==> config.mk <==
export PLATFORM = sky130hd
export DESIGN_NAME = cache_array_flat
export DESIGN_NICKNAME = d
export VERILOG_FILES = /design/src/common/cache_pkg.sv /design/src/common/array_if.sv /design/src/cache/cache_array.sv /design/src/flat_wrapper.sv
export SDC_FILE = /design/constraint.sdc
export NUM_CORES = 1
export LEC_CHECK = 0
export BUFFER_PORTS_ARGS = -buffer_cell sky130_fd_sc_hd__buf_2
export CAP_MARGIN = 20
export CORE_MARGIN = 2
export CORE_UTILIZATION = 46
export CTS_BUF_LIST = sky130_fd_sc_hd__clkbuf_4 sky130_fd_sc_hd__clkbuf_8
export CTS_CLUSTER_SIZE = 16
export DETAILED_ROUTE_END_ITERATION = 7
export GPL_TIMING_DRIVEN = 0
export PLACE_DENSITY = 0.71
export REMOVE_ABC_BUFFERS = 1
export SKIP_CTS_REPAIR_TIMING = 1
export SLEW_MARGIN = 25
export SYNTH_ARGS = -nofsm -noshare
export SYNTH_HDL_FRONTEND = slang
export SYNTH_SLANG_ARGS = --single-unit
==> constraint.sdc <==
create_clock -name clk_i -period 5.3 [get_ports clk_i]
set_input_delay 1.06 -clock clk_i [delete_from_list [all_inputs] [get_ports clk_i]]
set_output_delay 1.06 -clock clk_i [all_outputs]
set_load 0.02 [all_outputs]
==> src/common/cache_pkg.sv <==
`default_nettype none

package cache_pkg;

  localparam int ADDR_W = 8;
  localparam int DATA_W = 16;
  localparam int INDEX_W = 2;
  localparam int TAG_W = ADDR_W - INDEX_W;
  localparam int NUM_LINES = 1 << INDEX_W;  // direct mapped, one word per line.
  localparam int MEM_WORDS = 1 << ADDR_W;

  localparam int READ_LATENCY = 9;
  localparam int WRITE_LATENCY = 14;
  localparam int MIN_HIT_CYCLES = 5;
  localparam int MIN_MISS_CYCLES = 7;
  localparam int LAT_CNT_W = 4;  // wide enough for the longest memory wait.

  typedef logic [ADDR_W-1:0] addr_t;  // tag in the high bits, index in the low bits.
  typedef logic [DATA_W-1:0] data_t;
  typedef logic [INDEX_W-1:0] index_t;
  typedef logic [TAG_W-1:0] tag_t;
  typedef logic [LAT_CNT_W-1:0] lat_cnt_t;

  typedef enum logic [2:0] {
    IDLE,
    LOOKUP,
    DECIDE,
    FILL_REQ,
    MEM_ISSUE,
    MEM_WAIT,
    FILL_DONE,
    FINISH
  } ctrl_state_t;

endpackage

`default_nettype wire

==> src/common/array_if.sv <==
`default_nettype none

interface array_if;

  cache_pkg::index_t index;
  cache_pkg::tag_t tag;
  logic wr_en;  // stores wdata at index on the clock edge.
  cache_pkg::data_t wdata;
  logic alloc;  // marks the line at index valid with tag.

  logic hit;  // combinational from index and tag.
  cache_pkg::data_t rdata;

  modport ctrl (
    output index,
    output tag,
    output wr_en,
    output wdata,
    output alloc,
    input  hit,
    input  rdata
  );

  modport array (
    input  index,
    input  tag,
    input  wr_en,
    input  wdata,
    input  alloc,
    output hit,
    output rdata
  );

endinterface

`default_nettype wire

==> src/cache/cache_array.sv <==
`default_nettype none

module cache_array (
  input wire logic clk_i,
  input wire logic reset_n_i,
  array_if.array   arr
);

  cache_pkg::tag_t tag_q [cache_pkg::NUM_LINES];
  cache_pkg::data_t data_q [cache_pkg::NUM_LINES];
  logic [cache_pkg::NUM_LINES-1:0] valid_q;

  // lookup is purely combinational on the presented index and tag.
  assign arr.hit = valid_q[arr.index] && (tag_q[arr.index] == arr.tag);
  assign arr.rdata = data_q[arr.index];

  always_ff @(posedge clk_i or negedge reset_n_i) begin
    if (!reset_n_i) begin
      valid_q <= '0;
      for (int i = 0; i < cache_pkg::NUM_LINES; i++) begin
        tag_q[i] <= '0;
        data_q[i] <= '0;
      end
    end else begin
      if (arr.wr_en) begin
        data_q[arr.index] <= arr.wdata;
      end
      if (arr.alloc) begin
        tag_q[arr.index] <= arr.tag;  // any older line at this index is evicted.
        valid_q[arr.index] <= 1'b1;
      end
    end
  end

  // the controller keeps the address steady through FILL_DONE.
  alloc_then_hit: assert property (@(posedge clk_i) disable iff (!reset_n_i)
    arr.alloc |=> arr.hit);

endmodule

`default_nettype wire

==> src/flat_wrapper.sv <==
// flat-port wrapper written by rule: the top's interface ports become plain ports
module cache_array_flat 
  (clk_i, reset_n_i, arr_index, arr_tag, arr_wr_en, arr_wdata, arr_alloc, arr_hit, arr_rdata);
  array_if arr_i ();
  input wire logic clk_i;
  input wire logic reset_n_i;
  input wire logic [$bits(arr_i.index)-1:0] arr_index;
  input wire logic [$bits(arr_i.tag)-1:0] arr_tag;
  input wire logic [$bits(arr_i.wr_en)-1:0] arr_wr_en;
  input wire logic [$bits(arr_i.wdata)-1:0] arr_wdata;
  input wire logic [$bits(arr_i.alloc)-1:0] arr_alloc;
  output wire logic [$bits(arr_i.hit)-1:0] arr_hit;
  output wire logic [$bits(arr_i.rdata)-1:0] arr_rdata;
  assign arr_i.index = arr_index;
  assign arr_i.tag = arr_tag;
  assign arr_i.wr_en = arr_wr_en;
  assign arr_i.wdata = arr_wdata;
  assign arr_i.alloc = arr_alloc;
  assign arr_hit = arr_i.hit;
  assign arr_rdata = arr_i.rdata;
  cache_array u_core (.clk_i(clk_i), .reset_n_i(reset_n_i), .arr(arr_i));
endmodule
* Word-level counts from Yosys, hierarchy flattened *
Index checks and enable logic that the tools add are counted.

storage, ports and cells
  bits in registers = 92

operators by class
  order comparisons = 4
  equal/unequal tests = 1
  muxes and demuxes = 16
  bitwise gates (word level) = 2
  reduce and logical (&&, ||, !) cells = 3

operators by type and width
  cell                  number
  $bwmux W64            1
  $mux W16              3
  $bmux W16 S2          1
  $demux W16 S2         1
  $bwmux W24            1
  $mux W6               3
  $bmux W6 S2           1
  $demux W6 S2          1
  $eq A6 B6 Y1          1
  $or A4 B4 Y4          1
  $ge A3 B3 Y1 const B  1
  $logic_and A1 B1 Y1   3
  $lt A2 B3 Y1 const B  1
  $lt A3 B1 Y1 const B  1
  $not A2 Y3            1
  $bmux W1 S2           1
  $demux W1 S2          1
  $ge A2 B1 Y1 const B  1
  $mux W1               2

* Longest topological paths before layout *
  word-level depth = 6
  gate-level depth with buffers = 6
  gate-level depth less buffers = 4

* Worst setup path after synthesis *
Ideal clock, no wire load.

  path type = input to output
  from = input port arr_index[0]
  to = output port arr_hit
  arrival = 2.221 ns
  path slack = 2.019 ns
  stages = 5
  cells stage by stage = buf_6 -> mux4_2 -> xor2_1 -> a211oi_2 -> o211a_1

on the way
  word-level cells in the longest chain between the ends = 6

ends and longest elaborated chain
  what                                        line                RTL
  start, declared                             flat_wrapper.sv:7   input wire logic [$bits(arr_i.index)-1:0] arr_index;
  $not A2 Y3 (not written as such)            cache_array.sv:14   assign arr.hit = valid_q[arr.index] && (tag_q[arr.index] == arr.tag);
  $bmux W6 S2                                 cache_array.sv:14
  $mux W6 (not written as such) (2 in a row)  cache_array.sv:14
  $eq A6 B6 Y1                                cache_array.sv:14
  $logic_and A1 B1 Y1 *                       cache_array.sv:14
  end, declared                               flat_wrapper.sv:12  output wire logic [$bits(arr_i.hit)-1:0] arr_hit;

Mark *: on every way between the ends. The rest lies on a longest branch, timed or not. The select of a mux whose other input is x is not followed.

* Final worst setup path *
Ends and elaborated chain as after synthesis.

==> results.yml <==
drt:
  wirelength_mm: 7.034
  top_layer: "met4"
  wl_met1_mm: 3.222
  wl_met2_mm: 3.494
  avgViaCountPerCell: 5.538
  drc: 0
  dr_wl_met3_um: 227
  drt_iter0_drc: 56
  vias: 2254
  avgRoutedWirePerCell_um: 17.28
  dr.pass1.iters: 4
  drtAntennaViolNets: 0
placed_design:
  dp_slack_ns: 1.386
  gp_congestion: 0.6770
  hpwl_mm: 4.568
  io_buffer_count: 44
  placed_cells: 391
setup_path:
  r2r_cells: 1
  rrSetupSlack_ns: 4.53
  startpoint_type: "input pin"
  crit_arrival_ns: 2.84
  end_kind: "primary output"
  r2r-start: "u_core.valid_q[0]$_DFFE_PN0P_"
  cp_max_fo: 35
  crit_required_ns: 4.24
  path_class: "in -> out"
  r2r_end: "u_core.valid_q[0]$_DFFE_PN0P_"
timing:
  setup_slack_ns: 1.400
  fmax_mhz: 256.4
  setup_tns_ns: 0
  min_period_over_period_pct: 73.59
  worst_pin_slew_ns: 0.9401
  fin_skew_ns: 0
  final_hold_viol_count: 0
  rsz0062_at_grt: "false"
  final-setup-viol-count: 0
  slew_violations: 0
  slew-limit-headroom_pct: 37.14
  min_period_ns: 3.900
global_routing:
  grt_pass1_vias: 2394
  antenna_found_initial: 0
  grt_pass1_wl_mm: 11.91
  grt_usage_pct: 15.81
  gr-total-overflow: 0
  grt_max_degree: 59
final_layout:
  seqCellArea_mm2: 0.002302
  diodes: 0
  drive_above_1_share_pct: 58.53
  nets: 322
  nFillCells: 736
  area_growth_pct: 12.79
  instances_no_fill: 407
  multi_input_area_mm2: 0.001755
logic_synthesis:
  ys_types: 26
  synth_area_per_cell_um2: 16.55
  yosysSeqAreaShare_pct: 55.66
  ys_seq_elements: 92
  synth_top_area_share_pct: 55.66
  synth_top_area_cell: "dfrtp_1"
  ys_top_cells_by_area: "dfrtp_1 56%, mux2_2 24%, mux4_2 9.3%"
  ys_warn_count: 0
  synthCells: 250
  netlist_area_mm2: 0.004136
die:
  fp-row-count: 34
  die_h_um: 98.83
  io_pins: 45
  dieWidth_um: 98.83
  die_area_mm2: 0.009766
  start_util_pct: 47.43
  coreArea_mm2: 0.008721
clocking:
  cts_buffers: 9
  cts_max_level: 3
  path_clk_slew_ns: 0.08
  clk_latency_ns: 0.35
  cts_num_sinks: 92
  cts_root_buf: "clkbuf_8"
  cts.path.max_buffers: 2
  cts_tree: "yes"
status:
  status: "finished clean"
power_and_ir_drop:
  ir_drop_mv: 0.1395
  p_per_area_mw_per_mm2: 369.2
  p_leak_nw: 1.999
job:
  max_cap_viol_count: 0
worst_hold_path:
  hp-class: "reg -> reg"
  hold_path_depth: 1
  hold_end: "u_core.valid_q[0]$_DFFE_PN0P_"
  min_from: "u_core.valid_q[0]$_DFFE_PN0P_"
==> sequential cells by signal (all words and copies together), names as in the netlist <==
register and cells:
u_core.tag_q 24, u_core.data_q 64, u_core.valid_q 4
==> worst max-delay path by stage <==
stage                             from  endpoint  depth (start not counted)
after detailed placement  arr_index[0]   arr_hit                          6
final                     arr_index[0]   arr_hit                          6
after global routing      arr_index[0]   arr_hit                          6
after global placement    arr_index[0]   arr_hit                          6
after floorplan           arr_index[0]   arr_hit                          4
after CTS                 arr_index[0]   arr_hit                          6
==> layer usage <==
| metal | vias to the layer above | GRT usage, % |
|---|---|---|
| met5 | - | 0 |
| met4 | 0 | 5.690 |
| met3 | 8 | 3.121 |
| met2 | 31 | 26.35 |
| met1 | 1191 | 20.75 |
| li1 | 1024 | - |
==> metrics by stage <==
stage	utilization (%)	hold slack [ns]	cell area (um2)	total power, mW
after floorplan	-	0.4308	4051	1.138
after global placement	50.53	0.4426	4407	1.239
after detailed placement	51.15	0.4489	4461	1.260
after CTS	53.50	0.4701	4666	1.745
after global routing	53.50	0.4935	4666	1.817
final	53.50	0.4635	4666	1.723
==> placed cells by master, fill, tap and decap left out, types with 3 or more instances in the layout <==
cell type  instances
dfrtp_1           92
mux2_2            88
buf_2             42
mux4_2            17
clkbuf_8           9
xnor2_1            7
mux2i_1            5
nand2b_1           4
inv_6              4
nand3b_1           3
xor2_1             3
==> kinds of logic (layout without fill, tap and decap cells) <==
family	after synthesis	count (layout)	share of synthesized area (%)
AOI/OAI and AO/OA	4	4	0.9378
xor gates and xnor gates	10	10	2.118
muxes	112	112	35.69
and+or+nand+nor	19	19	3.539
buffers and inverters	13	62	2.057
DFF	92	92	55.66
==> critical path: stages <==
cell and delay [ns]:
buf_4 0.49, mux4_1 0.64, xor2_1 0.15, nor2_1 0.15
o211a_1 0.16, buf_2 0.15
==> synth_stat cells <==
| cell type | instances |
|---|---|
| mux2_2 | 88 |
| nand2b_1 | 4 |
| nor3b_2 | 2 |
| xor2_1 | 3 |
| a32oi_1 | 1 |
| xnor2_1 | 7 |
| mux4_2 | 17 |
| or2_2 | 1 |
| buf_6 | 2 |
| nand3_2 | 2 |
| clkbuf_1 | 2 |
| nand2_1 | 1 |
| nand3_1 | 1 |
| mux4_1 | 2 |
| buf_2 | 5 |
| nor2b_1 | 1 |
| o211a_1 | 1 |
| a21boi_0 | 1 |
| nor2_1 | 1 |
| nor4_1 | 1 |
| a211oi_2 | 1 |
| mux2i_1 | 5 |
| nand3b_1 | 3 |
| dfrtp_1 | 92 |
| buf_4 | 4 |
| nand3b_2 | 2 |
==> power breakdown <==
group | switching [mW] | leakage [nW] | internal, mW
Combinational | 0.152 | 0.822 | 0.201
Sequential | 0.0586 | 1.08 | 0.828
Clock | 0.258 | 0.101 | 0.226
==> cell type report <==
type                    count  share of cell area (%)
clock buffers               9                   2.655
multi-input cells         145                   37.62
well taps                 108                   2.896
flip-flops and latches     92                   49.34
clock inverters             7                   1.743
repair buffers             46                   5.739
(Power assumes the default switching activity.)
