$ cat config.mk
export PLATFORM = sky130hd
export DESIGN_NAME = cache_ctrl_flat
export DESIGN_NICKNAME = d
export VERILOG_FILES = /design/src/common/cache_pkg.sv /design/src/common/mem_if.sv /design/src/common/array_if.sv /design/src/cache/cache_ctrl.sv /design/src/flat_wrapper.sv
export SDC_FILE = /design/constraint.sdc
export NUM_CORES = 1
export LEC_CHECK = 0
export ABC_CLOCK_PERIOD_IN_PS = 3000
export BUFFER_PORTS_ARGS = -buffer_cell sky130_fd_sc_hd__clkbuf_2
export CORE_ASPECT_RATIO = 1.25
export CORE_MARGIN = 3
export CORE_UTILIZATION = 30
export DETAILED_ROUTE_END_ITERATION = 8
export PLACE_DENSITY = 0.67
export SETUP_SLACK_MARGIN = 0.5
export SLEW_MARGIN = 5
export SYNTH_ARGS = -nofsm -noshare
export SYNTH_HDL_FRONTEND = slang
export SYNTH_SLANG_ARGS = --single-unit
$ cat constraint.sdc
create_clock -name clk_i -period 3 [get_ports clk_i]
set_input_delay 0.6 -clock clk_i [delete_from_list [all_inputs] [get_ports clk_i]]
set_output_delay 0.6 -clock clk_i [all_outputs]
set_load 0.005 [all_outputs]
$ cat src/common/cache_pkg.sv
`default_nettype none

package cache_pkg;

  localparam int ADDR_W = 8;
  localparam int DATA_W = 16;
  localparam int INDEX_W = 2;
  localparam int TAG_W = ADDR_W - INDEX_W;
  localparam int NUM_LINES = 1 << INDEX_W;  // direct mapped, one word per line.
  localparam int MEM_WORDS = 1 << ADDR_W;

  localparam int READ_LATENCY = 9;
  localparam int WRITE_LATENCY = 14;
  localparam int MIN_HIT_CYCLES = 5;
  localparam int MIN_MISS_CYCLES = 7;
  localparam int LAT_CNT_W = 4;  // wide enough for the longest memory wait.

  typedef logic [ADDR_W-1:0] addr_t;  // tag in the high bits, index in the low bits.
  typedef logic [DATA_W-1:0] data_t;
  typedef logic [INDEX_W-1:0] index_t;
  typedef logic [TAG_W-1:0] tag_t;
  typedef logic [LAT_CNT_W-1:0] lat_cnt_t;

  typedef enum logic [2:0] {
    IDLE,
    LOOKUP,
    DECIDE,
    FILL_REQ,
    MEM_ISSUE,
    MEM_WAIT,
    FILL_DONE,
    FINISH
  } ctrl_state_t;

endpackage

`default_nettype wire

$ cat src/common/mem_if.sv
`default_nettype none

interface mem_if;

  logic req_valid;  // single cycle request strobe.
  logic req_write;
  cache_pkg::addr_t req_addr;
  cache_pkg::data_t req_wdata;

  logic ready;  // low while the memory is busy.
  logic rsp_valid;  // single cycle completion pulse.
  cache_pkg::data_t rsp_rdata;

  modport ctrl (
    output req_valid,
    output req_write,
    output req_addr,
    output req_wdata,
    input  ready,
    input  rsp_valid,
    input  rsp_rdata
  );

  modport mem (
    input  req_valid,
    input  req_write,
    input  req_addr,
    input  req_wdata,
    output ready,
    output rsp_valid,
    output rsp_rdata
  );

endinterface

`default_nettype wire

$ cat src/common/array_if.sv
`default_nettype none

interface array_if;

  cache_pkg::index_t index;
  cache_pkg::tag_t tag;
  logic wr_en;  // stores wdata at index on the clock edge.
  cache_pkg::data_t wdata;
  logic alloc;  // marks the line at index valid with tag.

  logic hit;  // combinational from index and tag.
  cache_pkg::data_t rdata;

  modport ctrl (
    output index,
    output tag,
    output wr_en,
    output wdata,
    output alloc,
    input  hit,
    input  rdata
  );

  modport array (
    input  index,
    input  tag,
    input  wr_en,
    input  wdata,
    input  alloc,
    output hit,
    output rdata
  );

endinterface

`default_nettype wire

$ cat src/cache/cache_ctrl.sv
`default_nettype none

module cache_ctrl (
  input  wire logic             clk_i,
  input  wire logic             reset_n_i,
  input  wire cache_pkg::addr_t address_i,
  input  wire logic             address_valid_i,
  input  wire cache_pkg::data_t write_data_i,
  input  wire logic             write_data_valid_i,
  input  wire logic             write_i,
  output cache_pkg::data_t      read_data_o,
  output logic                  read_data_valid_o,
  output logic                  write_done_o,
  output logic                  port_ready_o,
  output logic                  hit_o,
  array_if.ctrl                 arr,
  mem_if.ctrl                   mem
);

  cache_pkg::ctrl_state_t state_q;
  cache_pkg::lat_cnt_t lat_cnt_q;
  cache_pkg::addr_t addr_q;
  cache_pkg::data_t wdata_q;
  cache_pkg::data_t read_data_q;
  cache_pkg::addr_t req_addr_q;
  cache_pkg::data_t req_wdata_q;
  logic write_q;
  logic hit_q;
  logic req_valid_q;
  logic req_write_q;
  logic rd_valid_q;
  logic wr_done_q;
  logic ready_q;
  logic accept;
  logic floor_met;
  logic fill_ret;

  assign accept = ready_q && address_valid_i && (!write_i || write_data_valid_i);
  assign floor_met = hit_q ? (lat_cnt_q >= cache_pkg::lat_cnt_t'(cache_pkg::MIN_HIT_CYCLES))
                           : (lat_cnt_q >= cache_pkg::lat_cnt_t'(cache_pkg::MIN_MISS_CYCLES));
  assign fill_ret = (state_q == cache_pkg::MEM_WAIT) && mem.rsp_valid && !write_q;

  assign arr.index = addr_q[cache_pkg::INDEX_W-1:0];
  assign arr.tag = addr_q[cache_pkg::ADDR_W-1:cache_pkg::INDEX_W];
  assign arr.wr_en = ((state_q == cache_pkg::DECIDE) && hit_q && write_q) || fill_ret;
  assign arr.alloc = fill_ret;  // tag and valid follow the returned word.
  assign arr.wdata = fill_ret ? mem.rsp_rdata : wdata_q;

  assign mem.req_valid = req_valid_q;
  assign mem.req_write = req_write_q;
  assign mem.req_addr = req_addr_q;
  assign mem.req_wdata = req_wdata_q;

  assign read_data_o = read_data_q;
  assign read_data_valid_o = rd_valid_q;
  assign write_done_o = wr_done_q;
  assign port_ready_o = ready_q;
  assign hit_o = hit_q;

  always_ff @(posedge clk_i or negedge reset_n_i) begin
    if (!reset_n_i) begin
      state_q <= cache_pkg::IDLE;
      lat_cnt_q <= '0;
      write_q <= 1'b0;
      hit_q <= 1'b0;
      req_valid_q <= 1'b0;
      req_write_q <= 1'b0;
      rd_valid_q <= 1'b0;
      wr_done_q <= 1'b0;
      ready_q <= 1'b1;
    end else begin
      if ((state_q != cache_pkg::IDLE) && (lat_cnt_q != '1)) begin
        lat_cnt_q <= lat_cnt_q + 1'b1;  // saturates on long memory waits.
      end
      req_valid_q <= 1'b0;
      case (state_q)
        cache_pkg::IDLE: begin
          if (accept) begin
            state_q <= cache_pkg::LOOKUP;
            write_q <= write_i;
            ready_q <= 1'b0;
            rd_valid_q <= 1'b0;
            wr_done_q <= 1'b0;
            lat_cnt_q <= cache_pkg::lat_cnt_t'(1);
          end
        end
        cache_pkg::LOOKUP: begin
          hit_q <= arr.hit;
          state_q <= cache_pkg::DECIDE;
        end
        cache_pkg::DECIDE: begin
          if (write_q) begin
            req_write_q <= 1'b1;  // write-through on hit and miss alike.
            state_q <= cache_pkg::MEM_ISSUE;
          end else if (hit_q) begin
            state_q <= cache_pkg::FINISH;
          end else begin
            state_q <= cache_pkg::FILL_REQ;
          end
        end
        cache_pkg::FILL_REQ: begin
          req_write_q <= 1'b0;
          state_q <= cache_pkg::MEM_ISSUE;
        end
        cache_pkg::MEM_ISSUE: begin
          if (mem.ready) begin
            req_valid_q <= 1'b1;
            state_q <= cache_pkg::MEM_WAIT;
          end
        end
        cache_pkg::MEM_WAIT: begin
          if (mem.rsp_valid) begin
            state_q <= write_q ? cache_pkg::FINISH : cache_pkg::FILL_DONE;
          end
        end
        cache_pkg::FILL_DONE: begin
          state_q <= cache_pkg::FINISH;
        end
        cache_pkg::FINISH: begin
          if (floor_met) begin
            rd_valid_q <= !write_q;
            wr_done_q <= write_q;
            ready_q <= 1'b1;
            lat_cnt_q <= '0;
            state_q <= cache_pkg::IDLE;
          end
        end
        default: begin
          state_q <= cache_pkg::IDLE;
        end
      endcase
    end
  end

  always_ff @(posedge clk_i) begin
    if (accept) begin
      addr_q <= address_i;
      wdata_q <= write_data_i;
    end
    if ((state_q == cache_pkg::DECIDE) && hit_q && !write_q) begin
      read_data_q <= arr.rdata;
    end
    if (state_q == cache_pkg::FILL_DONE) begin
      read_data_q <= arr.rdata;  // the line was filled on the previous edge.
    end
    if ((state_q == cache_pkg::DECIDE) || (state_q == cache_pkg::FILL_REQ)) begin
      req_addr_q <= addr_q;
      req_wdata_q <= wdata_q;
    end
  end

  ready_in_idle: assert property (@(posedge clk_i) disable iff (!reset_n_i)
    port_ready_o == (state_q == cache_pkg::IDLE));

  req_only_when_ready: assert property (@(posedge clk_i) disable iff (!reset_n_i)
    mem.req_valid |-> mem.ready);

  one_done_flag: assert property (@(posedge clk_i) disable iff (!reset_n_i)
    !(read_data_valid_o && write_done_o));

endmodule

`default_nettype wire

$ cat src/flat_wrapper.sv
// flat-port wrapper written by rule: the top's interface ports become plain ports
module cache_ctrl_flat 
  (clk_i, reset_n_i, address_i, address_valid_i, write_data_i, write_data_valid_i, write_i, read_data_o, read_data_valid_o, write_done_o, port_ready_o, hit_o, arr_index, arr_tag, arr_wr_en, arr_wdata, arr_alloc, arr_hit, arr_rdata, mem_req_valid, mem_req_write, mem_req_addr, mem_req_wdata, mem_ready, mem_rsp_valid, mem_rsp_rdata);
  array_if arr_i ();
  mem_if mem_i ();
  input  wire logic clk_i;
  input  wire logic reset_n_i;
  input  wire cache_pkg::addr_t address_i;
  input  wire logic address_valid_i;
  input  wire cache_pkg::data_t write_data_i;
  input  wire logic write_data_valid_i;
  input  wire logic write_i;
  output cache_pkg::data_t read_data_o;
  output logic read_data_valid_o;
  output logic write_done_o;
  output logic port_ready_o;
  output logic hit_o;
  output wire logic [$bits(arr_i.index)-1:0] arr_index;
  output wire logic [$bits(arr_i.tag)-1:0] arr_tag;
  output wire logic [$bits(arr_i.wr_en)-1:0] arr_wr_en;
  output wire logic [$bits(arr_i.wdata)-1:0] arr_wdata;
  output wire logic [$bits(arr_i.alloc)-1:0] arr_alloc;
  input wire logic [$bits(arr_i.hit)-1:0] arr_hit;
  input wire logic [$bits(arr_i.rdata)-1:0] arr_rdata;
  output wire logic [$bits(mem_i.req_valid)-1:0] mem_req_valid;
  output wire logic [$bits(mem_i.req_write)-1:0] mem_req_write;
  output wire logic [$bits(mem_i.req_addr)-1:0] mem_req_addr;
  output wire logic [$bits(mem_i.req_wdata)-1:0] mem_req_wdata;
  input wire logic [$bits(mem_i.ready)-1:0] mem_ready;
  input wire logic [$bits(mem_i.rsp_valid)-1:0] mem_rsp_valid;
  input wire logic [$bits(mem_i.rsp_rdata)-1:0] mem_rsp_rdata;
  assign arr_index = arr_i.index;
  assign arr_tag = arr_i.tag;
  assign arr_wr_en = arr_i.wr_en;
  assign arr_wdata = arr_i.wdata;
  assign arr_alloc = arr_i.alloc;
  assign arr_i.hit = arr_hit;
  assign arr_i.rdata = arr_rdata;
  assign mem_req_valid = mem_i.req_valid;
  assign mem_req_write = mem_i.req_write;
  assign mem_req_addr = mem_i.req_addr;
  assign mem_req_wdata = mem_i.req_wdata;
  assign mem_i.ready = mem_ready;
  assign mem_i.rsp_valid = mem_rsp_valid;
  assign mem_i.rsp_rdata = mem_rsp_rdata;
  cache_ctrl u_core (.clk_i(clk_i), .reset_n_i(reset_n_i), .address_i(address_i), .address_valid_i(address_valid_i), .write_data_i(write_data_i), .write_data_valid_i(write_data_valid_i), .write_i(write_i), .read_data_o(read_data_o), .read_data_valid_o(read_data_valid_o), .write_done_o(write_done_o), .port_ready_o(port_ready_o), .hit_o(hit_o), .arr(arr_i), .mem(mem_i));
endmodule
Word-level counts from Yosys, hierarchy flattened

Cells that the tools add are included.

Bits in registers: 78
Logic and storage cells: 79

$add $sub $neg: 1
Magnitude comparators: 2
Eq/ne operators: 13
Multiplexer cells: 27
Reductions and logical operators: 22

Operators by type and width:

| kind                                                               | count |
|---|---|
| two-way mux 16 bit                                                 | 3 |
| one-hot mux 3 bit (8 select lines)                                 | 1 |
| two-way mux 3 bit                                                  | 6 |
| equality test 3 bit (second input constant)                        | 4 |
| two-way mux 4 bit                                                  | 3 |
| two-way mux 1 bit                                                  | 9 |
| greater-or-equal comparator 4 x 3 -> 1 bit (second input constant) | 2 |
| logical AND 1 bit                                                  | 8 |
| one-hot mux 1 bit (2 select lines)                                 | 4 |
| one-hot mux 4 bit (2 select lines)                                 | 1 |
| equality test 3 x 2 -> 1 bit (second input constant)               | 2 |
| inequality test 2 x 1 -> 1 bit (second input constant)             | 3 |
| nonzero test 2 bit                                                 | 3 |
| adder 4 x 1 -> 4 bit (second input constant)                       | 1 |
| inequality test 2 bit (second input constant)                      | 2 |
| inequality test 4 bit (second input constant)                      | 1 |
| AND reduction 2 bit                                                | 2 |
| AND reduction 4 bit                                                | 1 |
| equality test 3 x 1 -> 1 bit (second input constant)               | 1 |
| zero test 3 bit                                                    | 1 |
| logical OR 1 bit                                                   | 3 |
| AND reduction 3 bit                                                | 1 |
| nonzero test 3 bit                                                 | 1 |
| zero test 1 bit                                                    | 2 |

Longest topological paths before layout

Depth after elaboration: 5
Gate-level depth with buffers: 6

Worst setup path after synthesis

Ideal clock, no wire load.

Kind: register to output
Start: register u_core.state_q[1]
End: output port arr_wr_en
Arrival: 2.229 ns
Data required time: 2.400 ns
Slack: 0.171 ns
Cell stages (with the launch flop): 4
Buffers on the path: 1
Path through: dfrtp_1 > clkbuf_1 > nor2b_1 > a41o_1

Word-level cells in the longest chain between the ends: 4

RTL lines:

| what                                                                | line                               | text |
|---|---|---|
| from (decl)                                                         | cache_ctrl.sv:20                   | `cache_pkg::ctrl_state_t state_q;` |
| from (signal assigned)                                              | cache_ctrl.sv:62                   | `state_q <= cache_pkg::IDLE;` |
| from (signal assigned)                                              | cache_ctrl.sv:79                   | `state_q <= cache_pkg::LOOKUP;` |
| from (signal assigned)                                              | cache_ctrl.sv:89                   | `state_q <= cache_pkg::DECIDE;` |
| equality test 3 x 2 -> 1 bit or equality test 3 bit (tied branches) | cache_ctrl.sv:45, cache_ctrl.sv:41 |  |
| logical AND 1 bit (on tied branches) (2 in series)                  | cache_ctrl.sv:45, cache_ctrl.sv:41 |  |
| logical OR 1 bit (*)                                                | cache_ctrl.sv:45                   | `assign arr.wr_en = ((state_q == cache_pkg::DECIDE) && hit_q && write_q) \|\| fill_ret;` |
| to (decl)                                                           | flat_wrapper.sv:20                 | `output wire logic [$bits(arr_i.wr_en)-1:0] arr_wr_en;` |

Mark *: on every way between the ends. The rest lies on a longest branch, timed or not.

Worst setup path in the final report

Start: register u_core.state_q[1]
End: output port arr_wdata[11]

Word-level cells in the longest chain between the ends: 4

RTL lines:

| what                            | line               | text |
|---|---|---|
| equality test 3 bit             | cache_ctrl.sv:41   | `assign fill_ret = (state_q == cache_pkg::MEM_WAIT) && mem.rsp_valid && !write_q;` |
| logical AND 1 bit (2 in series) | cache_ctrl.sv:41   |  |
| two-way mux 16 bit              | cache_ctrl.sv:47   | `assign arr.wdata = fill_ret ? mem.rsp_rdata : wdata_q;` |
| to (decl)                       | flat_wrapper.sv:21 | `output wire logic [$bits(arr_i.wdata)-1:0] arr_wdata;` |

Every way passes these cells.

==> results.json <==
{
  "path_class": "reg2out",
  "n_fill_cell": 852,
  "dp_hpwl_um": 4950,
  "antenna_found_initial": 0,
  "required_ns": 2.40,
  "status": "completed",
  "relSlewSlack": 0.571,
  "syn_area_um2": 2940,
  "final-max-slew-violation-count": 0,
  "crit_fanout": 9,
  "rr_endpoint": "u_core.read_data_valid_o$_DFFE_PN0P_",
  "async_flop_share": 0.179,
  "initial_core_util": 0.315,
  "grt_use_total": 0.117,
  "path_clk_slew_ns": 0.06,
  "arrival_ns": 1.80,
  "cp.depth": 5,
  "max_freq_mhz": 416,
  "clock_latency_ns": 0.32,
  "drc": 0,
  "final_common_cell": "clkbuf_2",
  "cts_hold_buf": 0,
  "cts_tree": "built",
  "grt_util_met2": 0.203,
  "max_stage_delay_ns": 0.45,
  "nNetsFinal": 381,
  "reg2reg_slack_ns": 1.16,
  "yosysSeqAreaShare": 0.774,
  "r2r_start": "u_core.lat_cnt_q[0]$_DFF_PN0_",
  "use_met3": 0.0361,
  "cp_cell_sequence": "nor3b_2, and2b_1, buf_4, mux2_2, clkbuf_2",
  "cts_made_buffers": 9,
  "wl_per_cell_um": 14.7,
  "grt_pass1_wl_um": 9520,
  "clock_path_buffers": 2,
  "root_buffer": "clkbuf_16",
  "peakVddDrop_mv": 0.254,
  "synth_edf_count": 64,
  "cp_top_family": "flip-flops",
  "crit_buf_inv": 2,
  "synthTopCellsByArea": "edfxtp_1 65%, dfrtp_1 11%, mux2_2 6.1%",
  "die_area_um2": 11000,
  "routabilityCongestion": 0.792,
  "fin_crit_sh": 0.802,
  "drt_iter0_drc": 41,
  "setup_viol": 0,
  "ys.flop_type": "edfxtp_1",
  "synth.top_cell.area_share": 0.654,
  "cts.sinks": 78,
  "overflow": 0,
  "syn_nets": 231,
  "rsz0062_at_grt": "false",
  "finalWirelength_um": 6520,
  "hold_violations": 0,
  "hold_slack_ns": 0.186,
  "min_period_ns": 2.40,
  "worst_slew_pin_slew_ns": 0.642,
  "yosys.area.top_type": "edfxtp_1",
  "io_pins": 136,
  "finClkSkew_ns": 0.00497,
  "synth-seq-cells": 78,
  "r2r.worst_path.cells": 5,
  "drive_gt1_frac": 0.602,
  "hp-class": "in2async",
  "start_kind": "flip-flop",
  "htreeDepth": 3,
  "die_h_um": 117,
  "grt_pass1_vias": 1895,
  "viasPerCell": 4.38,
  "yosys_warnings": 0,
  "mostFrequentLayoutCells": "135 x clkbuf_2, 64 x edfxtp_1, 16 x mux2_2",
  "grt_max_degree": 27,
  "fp.coreArea_um2": 9320,
  "crit_path_start": "u_core.state_q[1]$_DFFE_PN0P_",
  "p_per_area_nw_per_um2": 890,
  "synthCells": 164,
  "die_x_um": 94.5,
  "drt.antenna.violating_nets": 0,
  "endpoint": "arr_wdata[11]",
  "p_leak_uw": 0.00178,
  "synthDistinctLibCells": 39,
  "io_buffers": 135,
  "tns_ns": 0,
  "synth.avg_cell_area_um2": 17.9,
  "cp-end-kind": "primary output",
  "route.vias.total": 1942,
  "fp-row-count": 39,
  "dr.pass1.iters": 4,
  "cap_viol_max_count": 0,
  "cp_slowest_cell": "dfrtp_2",
  "grt_util_met1": 0.127,
  "area_delta_synth_final_pct": 42.4,
  "top_usage_layer": "met2"
}
-- stage by stage --
stage,instances,util,power (uW),setup slack [ns],cell area (um^2)
finish,443,0.449,3720,0.595,4180
floorplan,164,-,2100,0.659,2940
global placement,421,0.406,2440,0.661,3780
CTS,437,0.444,3720,0.511,4140
detailed placement,421,0.406,2480,0.646,3780
global route,442,0.448,3930,0.498,4180
-- worst register-to-register path: stages, from the launching register on --
cell and delay, ns:
dfrtp_1 0.47, ha_1 0.28, o21a_1 0.17, a21oi_2 0.08, nor2_1 0.52, mux2i_1 0.25
-- metal layers --
metal,routed length [um],vias up
met5,0,-
met3,477,13
met1,2450,922
li1,-,932
met4,180,0
met2,3410,75
-- cells in the mapped netlist, types with 2 or more instances --
| cell type | count |
|---|---|
| nand2_1 | 5 |
| a21oi_1 | 5 |
| mux2i_1 | 3 |
| inv_1 | 6 |
| buf_2 | 2 |
| o21ai_0 | 3 |
| buf_6 | 2 |
| dfrtp_1 | 13 |
| mux2_2 | 16 |
| nand2b_1 | 3 |
| nor2_1 | 3 |
| o31ai_1 | 2 |
| ha_1 | 3 |
| nand3_1 | 2 |
| nor3b_1 | 2 |
| nor2b_1 | 3 |
| nor3_1 | 6 |
| edfxtp_1 | 64 |
-- report_power, final --
part	total, uW	switching, uW	internal [uW]
sequential	1650	185	1460
combinational	846	419	427
clock	1230	412	815
total	3720	1020	2700
-- layout make-up --
| cell class | count | area, um^2 | area share |
|---|---|---|---|
| antenna | 1 | 2.50 | 0.000599 |
| clock buffer | 9 | 225 | 0.0539 |
| clock inverter | 7 | 123 | 0.0293 |
| inverter | 6 | 22.5 | 0.00539 |
| multi-input combinational | 74 | 612 | 0.146 |
| sequential | 78 | 2280 | 0.545 |
| tap | 123 | 154 | 0.0368 |
| timing repair buffer | 145 | 763 | 0.183 |
-- worst min-delay path by stage --
stage	from	end	slack, ns	depth (start not counted)
floorplan	reset_n_i	u_core.hit_o$_DFFE_PN0P_	0.30	0
global placement	u_core.addr_q[1]$_DFFE_PP_	u_core.mem.req_addr[1]$_DFFE_PP_	0.43	0
detailed placement	u_core.addr_q[7]$_DFFE_PP_	u_core.mem.req_addr[7]$_DFFE_PP_	0.44	0
CTS	reset_n_i	u_core.read_data_valid_o$_DFFE_PN0P_	0.18	1
global route	reset_n_i	u_core.read_data_valid_o$_DFFE_PN0P_	0.20	1
finish	reset_n_i	u_core.lat_cnt_q[0]$_DFF_PN0_	0.19	1
-- state kept, by name, summed over array words and instances (netlist names) --
name / cells
u_core.mem.req_valid: 1
u_core.write_q: 1
u_core.addr_q: 8
u_core.read_data_valid_o: 1
u_core.mem.req_addr: 8
u_core.lat_cnt_q: 4
u_core.hit_o: 1
u_core.wdata_q: 16
u_core.mem.req_write: 1
u_core.port_ready_o: 1
u_core.read_data_o: 16
u_core.state_q: 3
u_core.mem.req_wdata: 16
u_core.write_done_o: 1
-- kinds of logic after synthesis --
logic type,after synthesis,synth area share
DFF,78,0.774
and+or+nand+nor,30,0.0618
AOI/OAI and AO/OA,20,0.0503
muxes,20,0.0754
buffers and inverters,12,0.0226
adders and majority gates,3,0.0128
xor gates and xnor gates,1,0.00298
-- timing repair --
item / CTS / global route
setup buffers: 0 / 5
cloned: 0 / 0
resized for setup: 2 / 3
endpoints found under the setup margin: 16 / 16
Note: power is estimated with default switching activity, not from simulation.
